$ cat src/alu_defs.svh
`ifndef ALU_DEFS_SVH
`define ALU_DEFS_SVH

// datapath width of the coprocessor, every operand and result is one byte
`define ALU_W 8

// byte register map on the 3-bit bus address
`define ALU_ADDR_A     3'd0
`define ALU_ADDR_B     3'd1
`define ALU_ADDR_OP    3'd2  // writing here launches the operation
`define ALU_ADDR_RES   3'd3  // read only
`define ALU_ADDR_FLAGS 3'd4  // read only, flags are active low

`define ALU_MUL_STEPS 8  // one shift-add step per multiplier bit

`define ALU_OP_RESET    8'h20  // pass A with cin_n high
`define ALU_FLAGS_RESET 8'hFF  // every flag inactive

`endif
$ cat src/alu_pkg.sv
`default_nettype none

`include "alu_defs.svh"

package alu_pkg;

    // five-bit op codes, the gaps between the groups are undefined and give zero
    typedef enum logic [4:0] {
        PASS_A    = 5'd0,
        PASS_B    = 5'd1,
        ZERO      = 5'd2,
        NEG_A     = 5'd3,
        NEG_B     = 5'd4,
        A_PLUS_1  = 5'd5,
        B_PLUS_1  = 5'd6,
        A_MINUS_1 = 5'd7,
        B_MINUS_1 = 5'd8,
        A_PLUS_B  = 5'd9,
        A_MINUS_B = 5'd10,
        B_MINUS_A = 5'd11,
        MUL_HI    = 5'd16,
        MUL_LO    = 5'd17,
        AND       = 5'd25,
        OR        = 5'd26
    } alu_op_e;

    // class 2 in the top two bits marks the multiply group
    typedef struct packed {
        logic [1:0] op_class;
        logic [2:0] op_sel;
    } alu_op_fields_t;

    typedef union packed {
        alu_op_e        code;  // full decode for the result select
        alu_op_fields_t f;     // coarse decode for the control path
    } alu_op_word_u;

    // layout of the operation register as written by the CPU
    typedef struct packed {
        logic [1:0]   pad;
        logic         cin_n;  // low means carry in
        alu_op_word_u op;
    } alu_cmd_t;

    // flags are stored inverted so a low bit means the condition holds
    typedef struct packed {
        logic c_n;
        logic z_n;
        logic n_n;
        logic o_n;
        logic gt_n;
        logic lt_n;
        logic eq_n;
        logic ne_n;
    } alu_flags_t;

    typedef struct packed {
        logic              cyc;
        logic              stb;
        logic              we;
        logic [2:0]        adr;
        logic [`ALU_W-1:0] dat_w;
    } wb_req_t;

endpackage

`default_nettype wire

$ cat src/alu_wb_top.sv
`timescale 1ns/1ps
`default_nettype none

`include "alu_defs.svh"

module alu_wb_top (
    input  wire logic             clk,
    input  wire logic             rst_n,
    input  wire alu_pkg::wb_req_t req,
    output logic [`ALU_W-1:0]     dat_r,
    output logic                  ack
);
    import alu_pkg::*;

    logic [`ALU_W-1:0]   a;
    logic [`ALU_W-1:0]   b;
    alu_cmd_t            cmd;
    logic [`ALU_W-1:0]   result;
    alu_flags_t          flags;
    logic [2*`ALU_W-1:0] product;
    logic                reg_we;
    logic                start;
    logic                load;
    logic                is_mul;
    logic                last_step;

    alu_regs alu_regs_i (
        .clk    (clk),
        .rst_n  (rst_n),
        .req    (req),
        .reg_we (reg_we),
        .load   (load),
        .result (result),
        .flags  (flags),
        .a      (a),
        .b      (b),
        .cmd    (cmd),
        .is_mul (is_mul),
        .dat_r  (dat_r)
    );

    alu_ctrl_fsm alu_ctrl_fsm_i (
        .clk       (clk),
        .rst_n     (rst_n),
        .req       (req),
        .is_mul    (is_mul),
        .last_step (last_step),
        .reg_we    (reg_we),
        .start     (start),
        .load      (load),
        .ack       (ack)
    );

    // counter and multiplier share the launch strobe so they stay in step
    alu_step_counter alu_step_counter_i (
        .clk       (clk),
        .rst_n     (rst_n),
        .start     (start),
        .last_step (last_step)
    );

    alu_mul_seq alu_mul_seq_i (
        .clk     (clk),
        .rst_n   (rst_n),
        .start   (start),
        .a       (a),
        .b       (b),
        .product (product)
    );

    alu_comb alu_comb_i (
        .a       (a),
        .b       (b),
        .cmd     (cmd),
        .product (product),
        .result  (result),
        .flags   (flags)
    );

endmodule

`default_nettype wire

$ cat src/alu_regs.sv
`timescale 1ns/1ps
`default_nettype none

`include "alu_defs.svh"

module alu_regs (
    input  wire logic                clk,
    input  wire logic                rst_n,
    input  wire alu_pkg::wb_req_t    req,
    input  wire logic                reg_we,
    input  wire logic                load,
    input  wire logic [`ALU_W-1:0]   result,
    input  wire alu_pkg::alu_flags_t flags,
    output logic [`ALU_W-1:0]        a,
    output logic [`ALU_W-1:0]        b,
    output alu_pkg::alu_cmd_t        cmd,
    output logic                     is_mul,
    output logic [`ALU_W-1:0]        dat_r
);
    import alu_pkg::*;

    logic [`ALU_W-1:0] res_q;
    alu_flags_t        flags_q;
    alu_op_word_u      wr_op;     // op field of the byte being written
    logic              op_write;

    // op resets to pass A with cin_n high and every flag starts inactive
    always_ff @(posedge clk or negedge rst_n) begin
        if (!rst_n) begin
            cmd     <= alu_cmd_t'(`ALU_OP_RESET);
            flags_q <= alu_flags_t'(`ALU_FLAGS_RESET);
        end else begin
            if (reg_we && (req.adr == `ALU_ADDR_OP)) begin
                cmd <= alu_cmd_t'(req.dat_w);
            end
            if (load) begin
                flags_q <= flags;
            end
        end
    end

    always_ff @(posedge clk) begin
        if (reg_we && (req.adr == `ALU_ADDR_A)) begin
            a <= req.dat_w;
        end
        if (reg_we && (req.adr == `ALU_ADDR_B)) begin
            b <= req.dat_w;
        end
        if (load) begin
            res_q <= result;  // operand writes alone leave the old result standing
        end
    end

    // the FSM picks its path in the sampling cycle so the class comes straight off the bus
    assign op_write = req.cyc && req.stb && req.we && (req.adr == `ALU_ADDR_OP);
    assign wr_op    = alu_op_word_u'(req.dat_w[4:0]);
    assign is_mul   = op_write && (wr_op.f.op_class == 2'd2);

    always_comb begin
        case (req.adr)
            `ALU_ADDR_A:     dat_r = a;
            `ALU_ADDR_B:     dat_r = b;
            `ALU_ADDR_OP:    dat_r = cmd;
            `ALU_ADDR_RES:   dat_r = res_q;
            `ALU_ADDR_FLAGS: dat_r = flags_q;
            default:         dat_r = '0;  // unmapped addresses read as zero
        endcase
    end

endmodule

`default_nettype wire

$ cat src/alu_ctrl_fsm.sv
`timescale 1ns/1ps
`default_nettype none

`include "alu_defs.svh"

module alu_ctrl_fsm (
    input  wire logic             clk,
    input  wire logic             rst_n,
    input  wire alu_pkg::wb_req_t req,
    input  wire logic             is_mul,
    input  wire logic             last_step,
    output logic                  reg_we,
    output logic                  start,
    output logic                  load,
    output logic                  ack
);
    import alu_pkg::*;

    typedef enum logic [1:0] {
        IDLE,
        ACCESS,   // ack cycle
        MUL_RUN,  // waiting on the shift-add multiplier
        DONE      // ack low gap before the next transfer is taken
    } state_e;

    state_e state;
    logic   op_wr;  // the transfer in ACCESS was an operation write still to be loaded
    logic   req_v;
    logic   op_hit;

    assign req_v  = req.cyc && req.stb;
    assign op_hit = req.we && (req.adr == `ALU_ADDR_OP);

    always_ff @(posedge clk or negedge rst_n) begin
        if (!rst_n) begin
            state <= IDLE;
            start <= 1'b0;
            op_wr <= 1'b0;
        end else begin
            start <= 1'b0;  // launch strobe is a single cycle
            case (state)
                IDLE: begin
                    if (req_v && op_hit && is_mul) begin
                        state <= MUL_RUN;
                        start <= 1'b1;
                    end else if (req_v) begin
                        state <= ACCESS;
                        op_wr <= op_hit;
                    end
                end
                MUL_RUN: begin
                    if (last_step) begin
                        state <= ACCESS;
                        op_wr <= 1'b0;  // the product is captured on the way out of here
                    end
                end
                ACCESS:  state <= DONE;
                default: state <= IDLE;  // a stb still held high is then taken as the next transfer
            endcase
        end
    end

    assign reg_we = (state == IDLE) && req_v && req.we;  // register written as the request is sampled
    assign load   = ((state == ACCESS) && op_wr) || ((state == MUL_RUN) && last_step);
    assign ack    = (state == ACCESS);

endmodule

`default_nettype wire

$ cat src/alu_step_counter.sv
`timescale 1ns/1ps
`default_nettype none

`include "alu_defs.svh"

module alu_step_counter (
    input  wire logic clk,
    input  wire logic rst_n,
    input  wire logic start,
    output logic      last_step
);

    logic [3:0] count;  // steps still to go, wide enough for ALU_MUL_STEPS

    always_ff @(posedge clk or negedge rst_n) begin
        if (!rst_n) begin
            count     <= '0;
            last_step <= 1'b0;
        end else if (start) begin
            count     <= 4'(`ALU_MUL_STEPS);
            last_step <= 1'b0;
        end else begin
            if (count != '0) begin
                count <= count - 4'd1;
            end
            last_step <= (count == 4'd1);  // high for the cycle after the eighth step
        end
    end

endmodule

`default_nettype wire

$ cat src/alu_mul_seq.sv
`timescale 1ns/1ps
`default_nettype none

`include "alu_defs.svh"

module alu_mul_seq (
    input  wire logic                clk,
    input  wire logic                rst_n,
    input  wire logic                start,
    input  wire logic [`ALU_W-1:0]   a,
    input  wire logic [`ALU_W-1:0]   b,
    output logic [2*`ALU_W-1:0]      product
);

    logic [2*`ALU_W-1:0] mcand;   // multiplicand that moves one place left per step
    logic [`ALU_W-1:0]   mplier;  // multiplier whose low bit decides each add
    logic [2*`ALU_W-1:0] acc;

    // start clears the accumulator and takes the multiplier from b
    always_ff @(posedge clk or negedge rst_n) begin
        if (!rst_n) begin
            acc    <= '0;
            mplier <= '0;
        end else if (start) begin
            acc    <= '0;
            mplier <= b;
        end else begin
            if (mplier[0]) begin
                acc <= acc + mcand;
            end
            // once every bit is shifted out nothing more is added and the product holds
            mplier <= mplier >> 1;
        end
    end

    always_ff @(posedge clk) begin
        if (start) begin
            mcand <= {{`ALU_W{1'b0}}, a};
        end else begin
            mcand <= mcand << 1;  // weight doubles with every multiplier bit
        end
    end

    assign product = acc;

endmodule

`default_nettype wire

$ cat src/alu_comb.sv
`timescale 1ns/1ps
`default_nettype none

`include "alu_defs.svh"

module alu_comb (
    input  wire logic [`ALU_W-1:0]   a,
    input  wire logic [`ALU_W-1:0]   b,
    input  wire alu_pkg::alu_cmd_t   cmd,
    input  wire logic [2*`ALU_W-1:0] product,
    output logic [`ALU_W-1:0]        result,
    output alu_pkg::alu_flags_t      flags
);
    import alu_pkg::*;

    logic [`ALU_W:0]   a9;    // operands widened so bit 8 catches carry or borrow
    logic [`ALU_W:0]   b9;
    logic [`ALU_W:0]   cin9;
    logic [`ALU_W:0]   tmp;   // result in the low byte, carry in the top bit
    logic              ovf;
    logic [`ALU_W-1:0] prod_hi;
    logic [`ALU_W-1:0] prod_lo;

    assign a9      = {1'b0, a};
    assign b9      = {1'b0, b};
    assign cin9    = {{`ALU_W{1'b0}}, ~cmd.cin_n};  // only the two-operand add and subtracts use it
    assign prod_hi = product[2*`ALU_W-1:`ALU_W];
    assign prod_lo = product[`ALU_W-1:0];

    always_comb begin
        tmp = '0;  // undefined codes fall out as zero with carry clear
        ovf = 1'b0;
        case (cmd.op.code)
            PASS_A: tmp = a9;
            PASS_B: tmp = b9;
            ZERO:   tmp = '0;
            NEG_A: begin
                tmp = {1'b0, 8'h00 - a};  // negate never reports carry
                ovf = (a == 8'h80);       // -128 has no positive twin
            end
            NEG_B: begin
                tmp = {1'b0, 8'h00 - b};
                ovf = (b == 8'h80);
            end
            A_PLUS_1:  tmp = a9 + 9'd1;  // carry out when a wraps from FF
            B_PLUS_1:  tmp = b9 + 9'd1;
            A_MINUS_1: tmp = a9 - 9'd1;  // borrow lands in bit 8 when a is zero
            B_MINUS_1: tmp = b9 - 9'd1;
            A_PLUS_B: begin
                tmp = a9 + b9 + cin9;
                // two like-signed inputs giving the other sign is an overflow
                ovf = (a[7] == b[7]) && (tmp[7] != a[7]);
            end
            A_MINUS_B: begin
                tmp = a9 - b9 - cin9;
                ovf = (a[7] != b[7]) && (tmp[7] != a[7]);  // sign now unlike the minuend
            end
            B_MINUS_A: begin
                tmp = b9 - a9 - cin9;
                ovf = (a[7] != b[7]) && (tmp[7] != b[7]);
            end
            MUL_HI, MUL_LO: begin
                // op_sel bit 0 picks the low byte, which also reports a nonzero high byte
                if (cmd.op.f.op_sel[0]) begin
                    tmp = {(prod_hi != 8'h00), prod_lo};
                end else begin
                    tmp = {1'b0, prod_hi};
                end
            end
            AND:     tmp = a9 & b9;
            OR:      tmp = a9 | b9;
            default: tmp = '0;
        endcase
    end

    assign result = tmp[`ALU_W-1:0];

    // everything goes out inverted, z and n follow the result byte
    always_comb begin
        flags.c_n  = ~tmp[`ALU_W];
        flags.z_n  = ~(result == '0);
        flags.n_n  = ~result[`ALU_W-1];
        flags.o_n  = ~ovf;
        // compares are plain unsigned magnitude on the inputs, whatever the op
        flags.gt_n = ~(a > b);
        flags.lt_n = ~(a < b);
        flags.eq_n = ~(a == b);
        flags.ne_n = ~(a != b);
    end

endmodule

`default_nettype wire

$ cat config.mk
export PLATFORM = sky130hd
export DESIGN_NAME = alu_wb_top
export DESIGN_NICKNAME = d
export VERILOG_FILES = /design/src/alu_pkg.sv /design/src/alu_wb_top.sv /design/src/alu_regs.sv /design/src/alu_ctrl_fsm.sv /design/src/alu_step_counter.sv /design/src/alu_mul_seq.sv /design/src/alu_comb.sv
export VERILOG_INCLUDE_DIRS = /design/src
export SDC_FILE = /design/constraint.sdc
export NUM_CORES = 1
export LEC_CHECK = 0
export BUFFER_PORTS_ARGS = -buffer_cell sky130_fd_sc_hd__buf_2
export CAP_MARGIN = 20
export CORE_ASPECT_RATIO = 0.9
export CORE_UTILIZATION = 40
export CTS_CLUSTER_SIZE = 30
export DETAILED_ROUTE_END_ITERATION = 8
export PLACE_DENSITY = 0.65
export SLEW_MARGIN = 5
export SYNTH_ARGS = -nofsm -noshare
export SYNTH_HDL_FRONTEND = slang
export SYNTH_SLANG_ARGS = --single-unit
export TNS_END_PERCENT = 50
$ cat constraint.sdc
create_clock -name clk -period 4.4 [get_ports clk]
set_input_delay 0.88 -clock clk [delete_from_list [all_inputs] [get_ports clk]]
set_output_delay 0.88 -clock clk [all_outputs]
set_load 0.005 [all_outputs]
======== Yosys cells after proc, flatten, opt, wreduce, memory -nomap -nowiden ========
Cells that the tools add are included.
storage, ports and cells
  logic and storage cells ................. 137
  output and inout port bits .............. 9
  input bits .............................. 16
  register bits after elaboration ......... 89
operators by class
  reductions and logical operators ........ 30
  order comparisons ....................... 2
  add/subtract/negate cells ............... 14
  muxes and demuxes ....................... 21
  equal/unequal tests ..................... 35
  bitwise operators ....................... 11
operators by type and width
  cell                                                                count
  9-bit one-hot mux with 14 select lines                              1
  8-bit one-hot mux with 5 select lines                               1
  16-bit two-way mux                                                  2
  5-bit by 3-bit == test with 1-bit output, second input constant     4
  5-bit by 4-bit == test with 1-bit output, second input constant     4
  5-bit == test, second input constant                                4
  8-bit by 1-bit adder with 9-bit output, second input constant       2
  8-bit by 1-bit subtractor with 9-bit output, second input constant  2
  8-bit by 8-bit subtractor with 9-bit output                         2
  9-bit by 1-bit subtractor with 9-bit output                         2
  1-bit logical AND                                                   17
  16-bit adder                                                        1
  8-bit == test, second input constant                                2
  8-bit two-way mux                                                   2
  1-bit by 8-bit subtractor with 8-bit output, first input constant   2
  8-bit by 8-bit adder with 9-bit output                              1
  9-bit by 1-bit adder with 9-bit output                              1
  9-bit two-way mux                                                   1
  1-bit inverter                                                      9
  8-bit bitwise AND                                                   1
  8-bit == test                                                       1
  8-bit greater-than comparator                                       1
  8-bit logical NOT                                                   1
  8-bit less-than comparator                                          1
  32 further kinds                                                    48

======== Logic depth before layout (Yosys ltp) ========
  depth after elaboration ................. 7
  gate-level depth with buffers ........... 13
  depth with buffers taken out ............ 12

======== Cells and area by module ========
Synthesis repeated with hierarchy kept, for this count alone.
unflattened totals
  cell total of the unflattened synthesis .. 849
  area total of the unflattened synthesis .. 7943.9 um2
modules (own cells, without submodules)
  module            times used  cells each  area an instance (um2)
  alu_comb          1           467         3457.1
  alu_mul_seq       1           210         2135.8
  alu_regs          1           115         1737.9
  alu_ctrl_fsm      1           33          345.3
  alu_step_counter  1           24          267.8

======== Worst setup path before layout ========
OpenSTA, ideal clock, no wires.
  path kind ............................... register to register
  start ................................... reg, netlist name alu_regs_i.cmd[1]
  end ..................................... reg alu_regs_i.flags_q[6] (netlist name)
  data required time ...................... 4.317 ns
  slack ................................... 0.877 ns
  path buffers ............................ 1
  arrival time ............................ 3.440 ns
  stages on the path, launching flop included .. 13
  period minus slack after synthesis ...... 3.523 ns
  cell sequence ........................... dfrtp_1 buf_2 or3b_2 nor3_1 ha_1 a21o_1 a211o_1 a21oi_1 o21bai_1 a21oi_1 xor2_1 o2111ai_1 o32a_1
between the ends
  cells in the longest elaborated chain, start to end .. 5
  elaborated cells between the ends (all ways) .. 19
  classes of those cells .................. eq/ne: 14; mux: 1; bitwise: 1; reduce/logical: 3
ends and longest elaborated chain
  item                                      RTL line        source
  5-bit == test                             alu_comb.sv:33  case (cmd.op.code)
  2-bit OR reduction                        alu_comb.sv:33
  9-bit one-hot mux with 14 select lines *  alu_comb.sv:33
  net alu_comb_i.result[7]                  alu_comb.sv:11  output logic [`ALU_W-1:0] result,
  8-bit logical NOT *                       alu_comb.sv:81  flags.z_n = ~(result == '0);
  1-bit inverter *                          alu_comb.sv:81
  to (signal assigned)                      alu_regs.sv:31  flags_q <= alu_flags_t'(`ALU_FLAGS_RESET);
  to (signal assigned)                      alu_regs.sv:37  flags_q <= flags;
  to (decl)                                 alu_regs.sv:23  alu_flags_t flags_q;
Mark *: on every way through the listed nets, which the timed path passes. The rest lies on a longest branch.
A chain may end at the register's enable or synchronous reset.

======== Worst setup path in the final report ========
  start ................................... reg alu_regs_i.a[0]
  end ..................................... reg alu_regs_i.flags_q[6] (netlist name)
between the ends
  cells in the longest elaborated chain, start to end .. 5
  elaborated cells between the ends (all ways) .. 14
  classes of those cells .................. add/sub: 9; mux: 1; bitwise: 3; reduce/logical: 1
ends and longest elaborated chain
  item                                                                 RTL line        source
  from (decl)                                                          alu_regs.sv:14  output logic [`ALU_W-1:0] a,
  from (signal assigned)                                               alu_regs.sv:44  a <= req.dat_w;
  8-bit by 8-bit subtractor with 9-bit output (tied with other cells)  alu_comb.sv:59  tmp = b9 - a9 - cin9;
  9-bit by 1-bit subtractor with 9-bit output (tied with other cells)  alu_comb.sv:59
  9-bit one-hot mux with 14 select lines *                             alu_comb.sv:33
  net alu_comb_i.result[7]                                             alu_comb.sv:11
  8-bit logical NOT *                                                  alu_comb.sv:81
  1-bit inverter *                                                     alu_comb.sv:81
Marked as above.

==> reports/metrics.cfg <==
[floorplan]
die_w_um = 146.4
io_pins = 25
design.die.area_um2 = 19320
coreArea_um2 = 18410
die_height_um = 132.0
rows = 47
start_util_pct = 40.78

[worst_setup_path]
cp_cell_sequence = fa_1 > inv_1 > ha_1 > a211oi_1 > o2111ai_1 > a21oi_1 > xor2_1 > o22ai_1 > nor3_1 > o2111ai_1 > o32a_1
path_delay_family = compound AO/OA/AOI/OAI gates
cpPeakStageDelay_ps = 610
r2r_end = alu_regs_i.flags_q[6]
startpoint_type = register
cp.required_ps = 4680
r2r_slack_ps = 740
r2r_cells = 11
timing.critical_path.buf_inv = 1
cp_common_cell = o2111ai_1
cp_slowest_cell = edfxtp_1
criticalPathCategory = reg2reg
cp-end-kind = register
cp_max_fo = 10
r2r-start = alu_regs_i.a[0]
worstPathArrival_ps = 3940

[hold_path]
min_from = alu_mul_seq_i.mcand[12]
hold_path_class = reg2reg
min_to = alu_mul_seq_i.mcand[13]
hold_depth = 1

[cells_and_area]
seqCellArea_um2 = 2278
final_cells = 1080
multi_input_area_um2 = 4905
area_growth_pct = 10.00
post-route-util_pct = 44.86
drive_above_1_share_pct = 14.49
nets = 942
nFillCells = 1788
n_antenna_cell = 0

[sta]
drv_slew = 0
finClkSkew_ps = 9.783
setup_viol = 0
worst_pin_slew_ps = 1050
tns_ps = 0
finalCriticalPeriod_ps = 3660
slew_headroom_pct = 29.79
fmax_mhz = 273.2
fin_crit_sh_pct = 83.18
hold_viol_final = 0
rsz0062_at_grt = no

[yosys]
yosysSeqAreaShare_pct = 30.36
synth_edf_count = 24
synthCells = 803
async_flop_share_pct = 55.06
synth_top_cell_by_area = ha_1
ys_warn_count = 0
synth_nets = 915
syn-cell-area_um2 = 7506
synthTopCellsByCount = ha_1 (86), nor2_1 (70), inv_1 (49), a21oi_1 (47), dfrtp_1 (40)
synth_top_area_share_pct = 14.34
synthFlopType = dfrtp_1
synth.top_cells.by_area = ha_1 (14%), dfrtp_1 (13%), edfxtp_1 (9.6%), mux2_2 (5.0%), xnor2_1 (4.3%)
synth.avg_cell_area_um2 = 9.347
synthMostInstantiatedCell = ha_1
ys_ff_latch = 89
synth_cell_types = 71

[routing]
top_layer = met4
drt_iter0_markers = 738
firstDrtPassIters = 6
drt-met1-wl_mm = 10.35
remaining_drc_errors = 0
route.met2.wl_mm = 9.764
routed_wl_mm = 22.97
drt.antenna.violating_nets = 0
route.met3.wl_mm = 2.169
vias_per_cell = 5.990
route.vias.total = 6469
wl_per_cell_um = 21.26

[clock_tree]
numClockSinks = 89
cts_buffers = 9
ctsHoldBuffers = 0
clk_pin_slew_ps = 70
cts_tree = yes
cts_setup_buffers = 0
htree_levels = 3
cts-root-buf = clkbuf_16
clockBufferDepth = 2
clock_latency_ps = 350
cts_repair_resize_count = 0

[power_and_ir_drop]
seq_power_share_pct = 38.2
intPower_uw = 1784
p_sw_share_pct = 37.21
power.switching_uw = 1057
power_density_nw_per_um2 = 344.2
comb_power_share_pct = 35.1
p_clk_share_pct = 26.7
irDropWorstVdd_mv = 0.2628
p_leak_uw = 0.003609

[placement]
dp_hpwl_mm = 17.14
dpl.cell_count = 1064
gp_congestion = 0.9913
portBuffers = 24

[grt]
grt_pass1_wl_mm = 35.86
grt_max_degree = 45
gr-total-overflow = 0
grt_usage_pct = 24.27
grt_pass1_vias = 6197
antenna_found_initial = 0

[run]
maxCapViolations = 0

[outcome]
outcome = finished, final reports clean

## state kept, by name, indices dropped and copies added (netlist names), 2 cells and up
signal and count:
alu_ctrl_fsm_i.state 2, alu_mul_seq_i.mcand 16, alu_mul_seq_i.mplier 8, alu_mul_seq_i.product 16, alu_regs_i.a 8, alu_regs_i.b 8
alu_regs_i.cmd 8, alu_regs_i.flags_q 8, alu_regs_i.res_q 8, alu_step_counter_i.count 4
## worst register-to-register path, delay by kind of cell, from the launching register on
kind,cells,cell delay (ps)
buffers and inverters,1,110
AO/OA/AOI/OAI,6,1610
adder cells (fa/ha/maj),2,770
flip-flops,1,610
XOR/XNOR,1,290
AND/OR/NAND/NOR,1,220
## cell usage in the layout, fill, tap and decap left out, types with 8 or more instances in the layout
cell	instances
a211oi_1	14
a21o_1	13
a21oi_1	47
a22oi_1	22
buf_2	24
buf_4	23
clkbuf_16	9
dfrtp_1	40
dfstp_2	9
dfxtp_1	16
edfxtp_1	24
fa_1	10
ha_1	86
inv_1	49
mux2_2	33
mux2i_1	24
nand2_1	39
nand2b_1	10
nand3_1	12
nand3b_1	8
nor2_1	70
nor2b_1	12
nor3_1	20
o21a_1	8
o21ai_0	34
o22ai_1	17
xnor2_1	37
xor2_1	13
## routing by layer
layer  global-route usage [%]  up-vias
met3                    4.844       51
met4                    8.218        0
met5                        0        -
met2                    35.58      343
met1                    35.39     3075
li1                         -     3000
## final cells by class
| cell class | instances | area share [%] |
|---|---|---|
| Tap cell | 245 | 3.713 |
| Inverter | 50 | 2.273 |
| Timing Repair Buffer | 47 | 3.546 |
| Multi-Input combinational cell | 633 | 59.40 |
| Clock inverter | 7 | 0.7425 |
| Sequential cell | 89 | 27.60 |
| Clock buffer | 9 | 2.728 |
## logic make-up after synthesis
kind of cell	after synthesis	synth area share (%)
AOI/OAI and AO/OA	213	19.24
DFF	89	30.36
xor gates and xnor gates	50	5.834
buffers and inverters	81	4.384
muxes	58	8.451
and+or+nand+nor	216	14.74
adders and majority gates	96	17.00
## worst max-delay path by stage
stage | startpoint | slack, ps | to | depth (start not counted)
2_1_floorplan | alu_regs_i.cmd[1] | 880 | alu_regs_i.flags_q[6] | 12
3_3_place_gp | alu_regs_i.a[0] | 860 | alu_regs_i.flags_q[6] | 11
3_5_place_dp | alu_regs_i.a[0] | 800 | alu_regs_i.flags_q[6] | 11
4_1_cts | alu_regs_i.a[0] | 760 | alu_regs_i.flags_q[6] | 11
5_1_grt | alu_regs_i.a[0] | 480 | alu_regs_i.flags_q[6] | 11
6_report | alu_regs_i.a[0] | 740 | alu_regs_i.flags_q[6] | 11
## stage by stage
step	worst slack, ps	area, um2	hold slack, ps	total power [uW]
after global routing	484.3	8257	497.0	2991
after floorplan	877.0	7506	444.7	1782
after global placement	857.8	7970	457.8	2058
final	740.2	8257	475.6	2842
after CTS	760.6	8257	479.1	2829
after detailed placement	795.2	7970	466.4	2065
## power by group through the flow
| stage | sequential (uW) | combinational (uW) | clock, uW |
|---|---|---|---|
| after detailed placement | 1100 | 964 | 0 |
| after global placement | 1100 | 958 | 0 |
| after global routing | 1100 | 1090 | 800 |
| final | 1090 | 997 | 759 |
| after CTS | 1080 | 974 | 770 |
| after floorplan | 1060 | 719 | 0 |
(Power assumes the default switching activity.)
